--- config.mk ---
export PLATFORM = sky130hd
export DESIGN_NAME = spectrum_output
export DESIGN_NICKNAME = d
export VERILOG_FILES = /design/src/rtl/fft16_pkg.sv /design/src/rtl/spectrum_output.sv
export VERILOG_INCLUDE_DIRS = /design/src /design/src/include
export SDC_FILE = /design/constraint.sdc
export NUM_CORES = 1
export LEC_CHECK = 0
export ABC_AREA = 1
export BUFFER_PORTS_ARGS = -buffer_cell sky130_fd_sc_hd__buf_2
export CORE_AREA = 2 2 503 505
export DETAILED_ROUTE_END_ITERATION = 8
export DIE_AREA = 0 0 505 507
export PLACE_DENSITY = 0.3
export SKIP_LAST_GASP = 1
export SLEW_MARGIN = 20
export SYNTH_ARGS = -nofsm -noshare
export SYNTH_HDL_FRONTEND = slang
export SYNTH_SLANG_ARGS = --single-unit
--- constraint.sdc ---
create_clock -name clk -period 26 [get_ports clk]
set_clock_uncertainty 0.05 [all_clocks]
set_input_delay 5.2 -clock clk [delete_from_list [all_inputs] [get_ports clk]]
set_output_delay 5.2 -clock clk [all_outputs]
set_load 0.01 [all_outputs]
--- src/include/fft16_settings.svh ---
// sizes for the 16-point DIF FFT; the butterfly addressing assumes FFT_N is 16
// no overflow checking, so inputs must leave room for the 16x gain

`ifndef FFT16_SETTINGS_SVH
`define FFT16_SETTINGS_SVH

// transform size
`define FFT_N        16
`define FFT_STAGES   4

// data widths
`define FFT_IN_W     16   // input sample and output word
`define FFT_WORD_W   32   // internal fixed-point word

// fixed-point scaling
`define FFT_IN_SHIFT 8    // fraction bits of the internal word
`define FFT_TW_FRAC  16   // twiddles are Q16.16

`endif

--- src/rtl/fft16_pkg.sv ---
// types and twiddle constants for fft16
// twiddle k is cos(2*pi*k/16) - j*sin(2*pi*k/16), Q16.16

`include "fft16_settings.svh"

package fft16_pkg;

    ////////////////////////////////////////////////////////////////////////////
    // data types
    ////////////////////////////////////////////////////////////////////////////

    typedef logic signed [`FFT_IN_W-1:0]   sample_t;
    typedef logic signed [`FFT_WORD_W-1:0] word_t;     // 8 fraction bits
    typedef logic signed [`FFT_IN_W-1:0]   out_word_t;

    typedef struct packed {
        word_t re;
        word_t im;
    } cplx_t;

    typedef cplx_t     [`FFT_N-1:0] frame_t;
    typedef word_t     [`FFT_N-1:0] real_frame_t;
    typedef out_word_t [`FFT_N-1:0] out_frame_t;

    ////////////////////////////////////////////////////////////////////////////
    // twiddle table
    ////////////////////////////////////////////////////////////////////////////

    localparam word_t twiddle_re [`FFT_N/2] = '{
        32'sh0001_0000, 32'sh0000_EC83, 32'sh0000_B504, 32'sh0000_61F7,
        32'sh0000_0000, 32'shFFFF_9E09, 32'shFFFF_4AFC, 32'shFFFF_137D
    };

    // negative sine, so W = re + j*im directly
    localparam word_t twiddle_im [`FFT_N/2] = '{
        32'sh0000_0000, 32'shFFFF_9E09, 32'shFFFF_4AFC, 32'shFFFF_137D,
        32'shFFFF_0000, 32'shFFFF_137D, 32'shFFFF_4AFC, 32'shFFFF_9E09
    };

endpackage

--- src/rtl/spectrum_output.sv ---
// unscrambles bins and sends a real beat, then an imaginary beat
// output words are the integer part truncated to 16 bits, no saturation

`timescale 1ns/1ps

`include "fft16_settings.svh"

module spectrum_output
    import fft16_pkg::*;
(
    input  logic       clk,
    input  logic       rst,
    input  frame_t     res,
    input  logic       res_valid,
    output logic       res_ready,
    output out_frame_t out_data,
    output logic       out_imag,
    output logic       out_valid,
    input  logic       out_ready
);

    out_frame_t re_q;
    out_frame_t im_q;
    logic       take;

    function automatic logic [3:0] bit_rev(input logic [3:0] k);
        logic [3:0] r;
        for (int b = 0; b < 4; b++) begin
            r[b] = k[3-b];
        end
        return r;
    endfunction

    assign res_ready = !out_valid;    // empty only after both beats left
    assign take      = res_valid && res_ready;
    assign out_data  = out_imag ? im_q : re_q;

    ////////////////////////////////////////////////////////////////////////////
    // beat control
    ////////////////////////////////////////////////////////////////////////////

    always_ff @(posedge clk or posedge rst) begin
        if (rst) begin
            out_valid <= 1'b0;
            out_imag  <= 1'b0;
        end else if (take) begin
            out_valid <= 1'b1;
            out_imag  <= 1'b0;
        end else if (out_valid && out_ready) begin
            if (!out_imag) begin
                out_imag <= 1'b1;
            end else begin
                out_valid <= 1'b0;
                out_imag  <= 1'b0;
            end
        end
    end

    // bin k lives at buffer index bitrev(k)
    always_ff @(posedge clk) begin
        if (take) begin
            for (int k = 0; k < `FFT_N; k++) begin
                re_q[k] <= res[bit_rev(4'(k))].re[`FFT_IN_SHIFT +: `FFT_IN_W];
                im_q[k] <= res[bit_rev(4'(k))].im[`FFT_IN_SHIFT +: `FFT_IN_W];
            end
        end
    end

endmodule

==> run metrics <==
cell area after technology mapping 19100 um2; type of origin of the critical path flip-flop; RePlAce Congestion 0.742; clock transition at the registers of the reported paths 0.05 ns; hold buffer count at CTS 0; slew of the pin with the lowest slew margin 1.18 ns; Setup TNS Final 0 ns; cell occurring most often along the worst timing path sky130_fd_sc_hd__buf_4; P_leak 11.2 nW; area delta synth->final 52.1%; Critical Path, Cell by Cell buf_4, buf_4, o21ai_0, buf_2; placed standard-cell area 26900 um2; Via-to-Cell Ratio 2.30; post-cts resize count 0; Cell Rows 184; Syn. warnings 0; pin count of the biggest net entering global routing 121; total of fill cells in the finished design 28820; die height 507 um; logic depth of the worst register-to-register path 6; Worst R2R Start out_valid; distinct cell type count of the synthesized netlist 13; share of layout cells above drive strength 1 40.0%; Max H-tree Level 3; Worst Setup Path Type flip-flop to output port; TritonCTS clock tree done; TritonCTS buffer count 71; number of nets in the layout 3183; worst vdd rail ir drop 0.0000493 V; number of design-rule violations left by the first detailed-router iteration 760; chip width 505 um; total wirelength of the detailed-routed design 85700 um; max-cap violations 0; Final Hold Fails 0; final cell area excluding filler cells 29000 um2; data arrival time of the critical path 3.46 ns; Clock Root Buffer sky130_fd_sc_hd__clkbuf_16; FF-to-FF setup slack 21.77 ns; via count of the first global-routing pass 12765; required time at the worst-slack endpoint 20.75 ns; synthesized netlist cell count 1349; fin crit period 8.71 ns; critical path's largest stage delay 0.78 ns; post-detailed-route DRC marker count 0; core region area 250000 um2; unrepaired setup endpoints after global routing no; clock insertion delay at the later pin of the skew report 0.68 ns; detailed-route via count 12842; CP max FO 72; portion of the post-synthesis area used by sequential elements 80.8%; effective utilization at floorplan 7.62%; library cell contributing the largest single delay on the critical path sky130_fd_sc_hd__dfrtp_4; Longest Clk Path Bufs 3; fin crit share 33.5%; total global routing overflow 0; average cell area after synthesis 14.2 um2; post-detailed-route count of antenna-violating nets 0; areal power density over the cells 100 nW/um2; GRT Overall Usage 6.51%; HP Class flip-flop to flip-flop; number of nets produced by synthesis 2377; first-pass GRT wire length 113000 um; antenna violations before repair 71; Detailed Routing Iterations Pass 1 4; # IOs 1287; Die Outline Area 256000 um2; Setup Buffers After CTS 0; flip-flop and latch count after synthesis 514; CTS sink cnt 514; critical register-to-register path endpoint re_q[196]; WHS Path Cells 2; worst max-slew margin expressed relative to the limit 20.2%; Worst Setup End Kind output port; timing-limited maximum frequency 0.115 GHz; source of the worst hold timing path out_valid; status completed; Final Slew Violations 0; DP HPWL 66700 um; PortBufs 774; average wire per standard cell 15.4 um; Worst Hold Path EP out_valid; number of endpoints failing setup at the final stage 0
==> cell usage after synthesis (all sizes together) <==
cell type | n | area (um2)
inv | 260 | 976
nand3 | 1 | 5.00
nor2 | 1 | 3.75
o21ai | 257 | 1290
dfrtp | 2 | 50.1
a21oi | 1 | 5.00
nand2 | 258 | 968
buf | 52 | 404
clkbuf | 5 | 18.8
edfxtp | 512 | 15400
==> layer usage <==
metal | GRT usage [%] | vias to the layer above | wire (um) | part of all wire, %
met4 | 1.90 | 60 | 2240 | 2.6
met2 | 10.5 | 606 | 39700 | 46
li1 | - | 6222 | - | -
met3 | 3.77 | 178 | 9820 | 11
met5 | 0 | - | 375 | 0.44
met1 | 7.24 | 5776 | 33500 | 39
==> logic make-up (layout without fill, tap and decap cells) <==
logic type             after synthesis  count (layout)  share of synthesized area [%]
and+or+nand+nor                    260             260                           5.12
DFF                                514             514                           80.8
AOI/OAI and AO/OA                  258             258                           6.76
other                                0              15                              0
buffers and inverters              317            1177                           7.33
==> critical path, delay by kind of cell (launching register included) <==
family | cells | cell delay (ns)
AOI/OAI and AO/OA | 1 | 0.39
buffers and inverters | 3 | 1.51
DFF | 1 | 0.78
==> registers in the layout (all words and copies together), names as in the netlist <==
signal / flops
im_q: 256
out_imag: 1
out_valid: 1
re_q: 256
==> area by class of cell <==
class,instances,area [um2],share of cell area (%)
flip-flops and latches,514,15400,53.1
well taps,3348,4190,14.4
repair buffers,790,3990,13.8
multi-input cells,518,2270,7.81
clock buffers,90,1890,6.51
inverters,260,983,3.39
clock inverters,37,243,0.836
diodes,15,37.5,0.129
==> worst max-delay path by stage <==
stage,startpoint,to
floorplan,res_valid,im_q[0]
global placement,res_valid,im_q[196]
detailed placement,res_valid,im_q[194]
CTS,out_imag,out_data[44]
global route,out_imag,out_data[44]
finish,out_imag,out_data[44]
==> where the power goes <==
part           switching, mW  total (mW)  internal [mW]
Combinational          0.620       0.865          0.244
Clock                  0.407       0.925          0.517
Sequential            0.0422        1.12           1.07
==> through the flow <==
step           instances  total power [mW]  hold slack [ns]  setup slack [ns]  utilization [%]
2_1_floorplan       1349              1.64            0.538              9.93                -
3_3_place_gp        5430              2.07            0.515             16.92             10.7
3_5_place_dp        5430              2.06            0.517             16.90             10.7
4_1_cts             5557              3.04            0.531             17.02             11.6
5_1_grt             5564              3.11            0.608             16.90             11.6
6_report            5572              2.91            0.540             17.29             11.6
==> placed cells by master, fill, tap and decap left out <==
cell type / instances
sky130_fd_sc_hd__a21oi_1: 1
sky130_fd_sc_hd__buf_2: 774
sky130_fd_sc_hd__buf_4: 16
sky130_fd_sc_hd__clkbuf_1: 17
sky130_fd_sc_hd__clkbuf_16: 73
sky130_fd_sc_hd__clkinv_1: 19
sky130_fd_sc_hd__clkinv_2: 5
sky130_fd_sc_hd__clkinv_4: 3
sky130_fd_sc_hd__clkinv_8: 2
sky130_fd_sc_hd__clkinvlp_4: 4
sky130_fd_sc_hd__dfrtp_1: 1
sky130_fd_sc_hd__dfrtp_4: 1
sky130_fd_sc_hd__diode_2: 15
sky130_fd_sc_hd__edfxtp_1: 512
sky130_fd_sc_hd__inv_1: 259
sky130_fd_sc_hd__inv_16: 2
sky130_fd_sc_hd__inv_6: 2
sky130_fd_sc_hd__inv_8: 1
sky130_fd_sc_hd__nand2_1: 258
sky130_fd_sc_hd__nand3_1: 1
sky130_fd_sc_hd__nor2_1: 1
sky130_fd_sc_hd__o21ai_0: 122
sky130_fd_sc_hd__o21ai_1: 135
Note: power is estimated with default switching activity, not from simulation.
