## src/include/fft16_settings.svh

```systemverilog
// sizes for the 16-point DIF FFT; the butterfly addressing assumes FFT_N is 16
// no overflow checking, so inputs must leave room for the 16x gain

`ifndef FFT16_SETTINGS_SVH
`define FFT16_SETTINGS_SVH

// transform size
`define FFT_N        16
`define FFT_STAGES   4

// data widths
`define FFT_IN_W     16   // input sample and output word
`define FFT_WORD_W   32   // internal fixed-point word

// fixed-point scaling
`define FFT_IN_SHIFT 8    // fraction bits of the internal word
`define FFT_TW_FRAC  16   // twiddles are Q16.16

`endif

```

## src/rtl/fft16_pkg.sv

```systemverilog
// types and twiddle constants for fft16
// twiddle k is cos(2*pi*k/16) - j*sin(2*pi*k/16), Q16.16

`include "fft16_settings.svh"

package fft16_pkg;

    ////////////////////////////////////////////////////////////////////////////
    // data types
    ////////////////////////////////////////////////////////////////////////////

    typedef logic signed [`FFT_IN_W-1:0]   sample_t;
    typedef logic signed [`FFT_WORD_W-1:0] word_t;     // 8 fraction bits
    typedef logic signed [`FFT_IN_W-1:0]   out_word_t;

    typedef struct packed {
        word_t re;
        word_t im;
    } cplx_t;

    typedef cplx_t     [`FFT_N-1:0] frame_t;
    typedef word_t     [`FFT_N-1:0] real_frame_t;
    typedef out_word_t [`FFT_N-1:0] out_frame_t;

    ////////////////////////////////////////////////////////////////////////////
    // twiddle table
    ////////////////////////////////////////////////////////////////////////////

    localparam word_t twiddle_re [`FFT_N/2] = '{
        32'sh0001_0000, 32'sh0000_EC83, 32'sh0000_B504, 32'sh0000_61F7,
        32'sh0000_0000, 32'shFFFF_9E09, 32'shFFFF_4AFC, 32'shFFFF_137D
    };

    // negative sine, so W = re + j*im directly
    localparam word_t twiddle_im [`FFT_N/2] = '{
        32'sh0000_0000, 32'shFFFF_9E09, 32'shFFFF_4AFC, 32'shFFFF_137D,
        32'shFFFF_0000, 32'shFFFF_137D, 32'shFFFF_4AFC, 32'shFFFF_9E09
    };

endpackage

```

## src/rtl/sample_collector.sv

```systemverilog
// gathers 16 real samples into one frame, scaled to 8 fraction bits
// stalls input while a completed frame waits for the engine

`timescale 1ns/1ps

`include "fft16_settings.svh"

module sample_collector
    import fft16_pkg::*;
(
    input  logic        clk,
    input  logic        rst,
    input  sample_t     in_data,
    input  logic        in_valid,
    output logic        in_ready,
    output real_frame_t frame,
    output logic        frame_valid,
    input  logic        frame_ready
);

    logic [3:0]  idx;       // next slot
    logic        full;
    real_frame_t frame_q;
    logic        accept;

    assign in_ready    = !full;
    assign accept      = in_valid && in_ready;
    assign frame_valid = full;
    assign frame       = frame_q;

    ////////////////////////////////////////////////////////////////////////////
    // control
    ////////////////////////////////////////////////////////////////////////////

    always_ff @(posedge clk or posedge rst) begin
        if (rst) begin
            idx  <= '0;
            full <= 1'b0;
        end else begin
            if (accept) begin
                idx <= idx + 4'd1;  // wraps to 0 after slot 15
                if (idx == 4'(`FFT_N - 1)) begin
                    full <= 1'b1;
                end
            end
            if (full && frame_ready) begin
                full <= 1'b0;
            end
        end
    end

    // sign-extend, then make room for the fraction bits
    always_ff @(posedge clk) begin
        if (accept) begin
            frame_q[idx] <= word_t'(in_data) <<< `FFT_IN_SHIFT;
        end
    end

endmodule

```

## config.mk

```make
export PLATFORM = sky130hd
export DESIGN_NAME = sample_collector
export DESIGN_NICKNAME = d
export VERILOG_FILES = /design/src/rtl/fft16_pkg.sv /design/src/rtl/sample_collector.sv
export VERILOG_INCLUDE_DIRS = /design/src /design/src/include
export SDC_FILE = /design/constraint.sdc
export NUM_CORES = 1
export LEC_CHECK = 0
export BUFFER_PORTS_ARGS = -buffer_cell sky130_fd_sc_hd__buf_4
export CORE_AREA = 2 2 209 211
export CTS_CLUSTER_SIZE = 8
export DETAILED_ROUTE_END_ITERATION = 12
export DIE_AREA = 0 0 211 213
export GPL_ROUTABILITY_DRIVEN = 1
export PLACE_DENSITY = 0.57
export RECOVER_POWER = 25
export REMOVE_ABC_BUFFERS = 1
export SLEW_MARGIN = 30
export SYNTH_ARGS = -nofsm -noshare
export SYNTH_HDL_FRONTEND = slang
export SYNTH_SLANG_ARGS = --single-unit
```

## constraint.sdc

```tcl
create_clock -name clk -period 4.09 [get_ports clk]
set_input_delay 0.818 -clock clk [delete_from_list [all_inputs] [get_ports clk]]
set_output_delay 0.818 -clock clk [all_outputs]
set_load 0.1 [all_outputs]
```

==> results.sh, run 1 <==
export IMPL_status="finished clean"
export IMPL_multiInputGateArea_sq_um=801
export IMPL_grt_pass1_vias=4729
export IMPL_cp_data_arrival_time_ns=1.46
export IMPL_timing_rr_start="frame_valid"
export IMPL_ios=534
export IMPL_hp_class="in2async"
export IMPL_vdd_ir_drop_worst_uv=365
export IMPL_setup_slack_ns=1.81
export IMPL_synth_top_area_cell="edfxtp_1"
export IMPL_grt_pass1_wl_um=36600
export IMPL_num_rows=76
export IMPL_die_x_um=211
export IMPL_ys_top_cells_by_area="edfxtp_1 77%, buf_4 19%, dfrtp_1 1.2%, ha_1 0.62%, nor2_1 0.41%"
export IMPL_reg2regPathDepth=4
export IMPL_routabilityCongestion=0.759
export IMPL_dieArea_sq_um=44900
export IMPL_viasPerCell=3.60
export IMPL_clock_latency_ns=0.52
export IMPL_synth_top_cell_area_share_pct=76.8
export IMPL_cts_tree="done"
export IMPL_maxSlewViolCount=0
export IMPL_core_area_sq_um=42700
export IMPL_antenna_found_initial=0
export IMPL_p_per_area_nw_per_um2=708
export IMPL_rsz0062_at_grt="false"
export IMPL_finalSetupViolCount=0
export IMPL_crit_family="flip-flops"
export IMPL_relSlewSlack_pct=44.8
export IMPL_p_leak_nw=5.34
export IMPL_max_stage_delay_ns=0.57
export IMPL_synth_warnings=0
export IMPL_clockBufferDepth=3
export IMPL_worst_clock_skew_ns=0.0195
export IMPL_fmax_ghz=0.439
export IMPL_path_cells="buf_4"
export IMPL_hold_viol=0
export IMPL_avgSynthCellArea_sq_um=17.8
export IMPL_postPlaceCellArea_sq_um=12400
export IMPL_netlist_area_sq_um=10000
export IMPL_ys_types=19
export IMPL_num_nets_final=908
export IMPL_clock_sinks=261
export IMPL_critPathKind="reg2out"
export IMPL_vias=5171
export IMPL_drc=0
export IMPL_wl_um=28700
export IMPL_firstDrtPassIters=4
export IMPL_numCtsBuffers=38
export IMPL_period_needed_ns=2.28
export IMPL_clkTransAtPathRegs_ns=0.05
export IMPL_crit_path_max_fanout=9
export IMPL_grt_use_total_pct=11.9
export IMPL_cts_resized=0
export IMPL_wl_per_cell_um=20.0
export IMPL_cp_end_kind="output pin"
export IMPL_synth_ff_type="edfxtp_1"
export IMPL_grt_start_max_net_pins=18
export IMPL_final_antenna_net_count=0
export IMPL_cts_max_level=2
export IMPL_design_area_sq_um=13400
export IMPL_port_buffers=405
export IMPL_cts_hold_buffers=0
export IMPL_ys_seq_area_share_pct=78.0
export IMPL_finalSetupTns_ns=0
export IMPL_fillers=4194
export IMPL_netlist_instances=562
export IMPL_grt_ovfl_total=0
export IMPL_async_reset_ff_share_pct=1.92
export IMPL_dieHeight_um=213
export IMPL_layout_drive_gt1_share_pct=51.2
export IMPL_drv_cap=0
export IMPL_crit_buf_inv=1
export IMPL_num_antenna_cells=0
export IMPL_regArea_sq_um=7810
export IMPL_cp_start_kind="flip-flop"
export IMPL_place_ws_ns=1.39
export IMPL_start_util_pct=23.4
export IMPL_ys_ff_latch=261
export IMPL_hpwl_um=19800
export IMPL_slowest_stage="edfxtp_1"
export IMPL_cp_required_ns=3.27
export IMPL_area_growth_pct=33.7
export IMPL_r2r_end="frame[137]"
export IMPL_fin_crit_sh_pct=55.6
export IMPL_initialDrtViolationCount=294
export IMPL_worst_pin_slew_ns=0.826
export IMPL_total_power_mw=9.47
export IMPL_cts_setup_buffers=0
export IMPL_r2r_slack_ns=1.92
export IMPL_synth_edf_count=256
export IMPL_cts_root_buffer_cell="clkbuf_16"
## cells in the mapped netlist, types with 2 or more instances
master / count
dfrtp_1: 5
nor2_1: 11
inv_1: 4
ha_1: 5
buf_4: 256
edfxtp_1: 256
xnor2_1: 3
nor3_1: 4
nand2_1: 7
nand2b_1: 2
## cell usage in the layout, fill, tap and decap left out, drive strengths merged
cell and count:
edfxtp 256, dfrtp 5, nor2b 1, clkinv 2
xnor2 3, nand2b 2, ha 5, nand2 7
nor2 11, buf 398, inv 5, o21bai 1
conb 128, nand4 1, clkbuf 61, nor3 4
o21ai 1, and4 1
## registers in the layout, summed over array words and instances, names as in the netlist
register and count:
frame 256, frame_valid 1, idx 4
## per-layer routing
metal / part of all wire, % / track usage [%]
met5: 0 / 0
met4: 4.2 / 6.48
met3: 7.0 / 2.72
met2: 50 / 19.9
met1: 39 / 14.2
## how the worst max path moves through the flow
stage / end / cells after the start / startpoint / slack [ns]
global route: frame[154] / 1 / frame[158] / 1.73
global placement: frame[458] / 4 / in_valid / 1.13
floorplan: frame[119] / 0 / frame[126] / -2.48
finish: frame[154] / 1 / frame[158] / 1.81
detailed placement: frame[145] / 5 / in_valid / 1.39
CTS: frame[154] / 1 / frame[158] / 1.75
## cell type report
class                           instances  share of cell area [%]
Clock buffer                           46                    7.33
Clock inverter                          3                   0.327
Multi-Input combinational cell        165                    5.98
Tap cell                              546                    5.10
Timing Repair Buffer                  413                    22.8
Sequential cell                       261                    58.4
Inverter                                4                   0.112
## per-stage QoR
stage,hold WS [ns],cells,utilization (%)
after global routing,0.233,1438,31.3
after global placement,0.616,1389,29.1
after floorplan,0.574,430,-
final,0.241,1438,31.3
after detailed placement,0.625,1389,29.1
after CTS,0.209,1438,31.5
## kinds of logic (layout without fill, tap and decap cells)
logic type                 Yosys count  in the layout  synth area share [%]
buffers and inverters              263            466                  19.6
adders and majority gates            5              5                 0.625
DFF                                261            261                  78.0
and+or+nand+nor                     27             27                  1.26
xor gates and xnor gates             3              3                 0.263
other                                1            128                0.0375
AOI/OAI and AO/OA                    2              2                 0.125
## power breakdown
group          internal [mW]  total [mW]  leakage (nW)  switching (mW)
combinational          0.402        3.37          2.47            2.96
clock                   1.67        2.72         0.498            1.05
sequential              3.23        3.38          2.37           0.150
total                   5.30        9.47          5.34            4.17
Power figures use the tool's default switching activity.
==> run 2: changes to the inputs <==
Settings changed: CORE_AREA 2 2 209 211 to 2 2 210 212, DIE_AREA 0 0 211 213 to 0 0 212 214.
Clock period 4.09 ns to 2.38 ns, I/O delays scaled along.
==> run 2 against run 1 <==
Non-clock buffer count rose by 11. Critical path depth unchanged. Die area grew 0.95%. Power is 75% higher. Clock skew is 0.0065 ns lower. Global-route usage down 0.74 points. Final area grew 2.3%. Clock-buffer cell count is 9 higher. Cell count grew 4.2%. Routed wire length shrank 6.5%. Combinational power increased by 71%. Worst setup slack got worse by 1.5 ns.
==> results.sh, run 2 (same netlist as run 1, synthesis figures left out) <==
export IMPL_status="finished clean"
export IMPL_crit_family="flip-flops"
export IMPL_max_stage_delay_ns=0.66
export IMPL_fmax_ghz=0.486
export IMPL_path_cells="buf_4"
export IMPL_worst_pin_slew_ns=0.997
export IMPL_cts_tree="done"
export IMPL_num_rows=76
export IMPL_hpwl_um=18700
export IMPL_cp_end_kind="output pin"
export IMPL_period_needed_ns=2.06
export IMPL_viasPerCell=3.42
export IMPL_p_leak_nw=5.46
export IMPL_final_core_util_pct=31.9
export IMPL_grt_ovfl_total=0
export IMPL_port_buffers=405
export IMPL_firstDrtPassIters=4
export IMPL_drv_cap=0
export IMPL_initialDrtViolationCount=287
export IMPL_worst_clock_skew_ns=0.0130
export IMPL_maxSlewViolCount=0
export IMPL_cts_resized=0
export IMPL_clock_sinks=261
export IMPL_clockBufferDepth=3
export IMPL_dieHeight_um=214
export IMPL_cp_required_ns=1.90
export IMPL_clock_latency_ns=0.53
export IMPL_hp_class="in2reg"
export IMPL_numCtsBuffers=39
export IMPL_clkTransAtPathRegs_ns=0.05
export IMPL_die_x_um=212
export IMPL_area_growth_pct=36.8
export IMPL_critPathKind="reg2out"
export IMPL_ios=534
export IMPL_hold_slack_ns=0.129
export IMPL_grt_use_total_pct=11.1
export IMPL_dieArea_sq_um=45400
export IMPL_wl_per_cell_um=17.9
export IMPL_core_area_sq_um=42900
export IMPL_vdd_ir_drop_worst_uv=659
export IMPL_slowest_stage="edfxtp_1"
export IMPL_fin_crit_sh_pct=86.5
export IMPL_layout_commonest_cell="buf_4"
export IMPL_final_antenna_net_count=0
export IMPL_crit_path_max_fanout=9
export IMPL_drc=0
export IMPL_antenna_found_initial=0
export IMPL_dp_cells=1438
export IMPL_crit_buf_inv=1
export IMPL_p_per_area_nw_per_um2=1210
export IMPL_cts_max_level=2
export IMPL_largest_register_ffs=256
export IMPL_num_nets_final=920
export IMPL_cts_root_buffer_cell="clkbuf_16"
export IMPL_cp_data_arrival_time_ns=1.58
export IMPL_wl_um=26800
export IMPL_grt_start_max_net_pins=18
export IMPL_cts_setup_buffers=0
export IMPL_layout_drive_gt1_share_pct=51.3
export IMPL_final_cell_mix="398 x buf_4, 256 x edfxtp_1, 128 x conb_1"
export IMPL_grt_pass1_vias=4799
export IMPL_grt_pass1_wl_um=35500
export IMPL_cts_hold_buffers=1
export IMPL_relSlewSlack_pct=33.6
export IMPL_vias=5134
export IMPL_cp_start_kind="flip-flop"
export IMPL_rsz0062_at_grt="false"
export IMPL_start_util_pct=23.3
export IMPL_fin_cells=1499
export IMPL_finalSetupViolCount=0
export IMPL_routabilityCongestion=0.724
export IMPL_hold_viol=0
## run 2: cell types whose count changed in the layout (fill, tap and decap cells not counted), moves of 2 or more
cell,delta
buf_12,+10
clkbuf_1,+7
clkbuf_16,+3
diode_2,+2
nor2_2,+9
nor2_4,-9
## run 2: metrics by stage
stage               area, sq um  setup TNS [ns]  setup WS (ns)  power, mW
CTS                       13700               0          0.300       16.8
global placement          12600               0          0.450       11.7
finish                    13700               0          0.320       16.6
detailed placement        12600               0          0.429       11.7
global route              13700               0          0.272       17.1
floorplan                  8540         -592.39          -3.84       10.4
## run 2: path summary, 6_finish.rpt
check	start	end	slack [ns]	cells past startpoint
hold reg to reg	frame_valid	frame_valid	0.58	2
max in group asynchronous	rst	idx[3]	1.69	3
setup reg to reg	frame_valid	frame[342]	0.62	4
hold / removal	frame_ready	frame_valid	0.13	2
min in group asynchronous	rst	frame_valid	0.46	3
setup / recovery	frame[94]	frame[90]	0.32	1
## run 2: where the power goes
| part | internal [mW] | switching, mW | leakage, nW |
|---|---|---|---|
| clock network | 3.20 | 1.84 | 0.541 |
| registers | 5.55 | 0.246 | 2.37 |
| logic | 0.764 | 5.01 | 2.55 |
| total | 9.52 | 7.09 | 5.46 |
## run 2: final cells by class
cell class	instances	area, sq um
Clock buffer	55	1080
Clock inverter	3	38.8
Antenna cell	2	5.00
Timing Repair Buffer	424	3250
Sequential cell	261	7810
Multi-Input combinational cell	165	756
Tap cell	585	732
Fill cell	4172	29200
Inverter	4	15.0
## run 2: routing by layer
layer	vias up	track usage (%)	wire [um]
li1	2262	-	-
met1	2528	13.6	10900
met2	304	18.6	13400
met3	40	2.90	1950
met4	0	4.72	644
met5	-	0	0
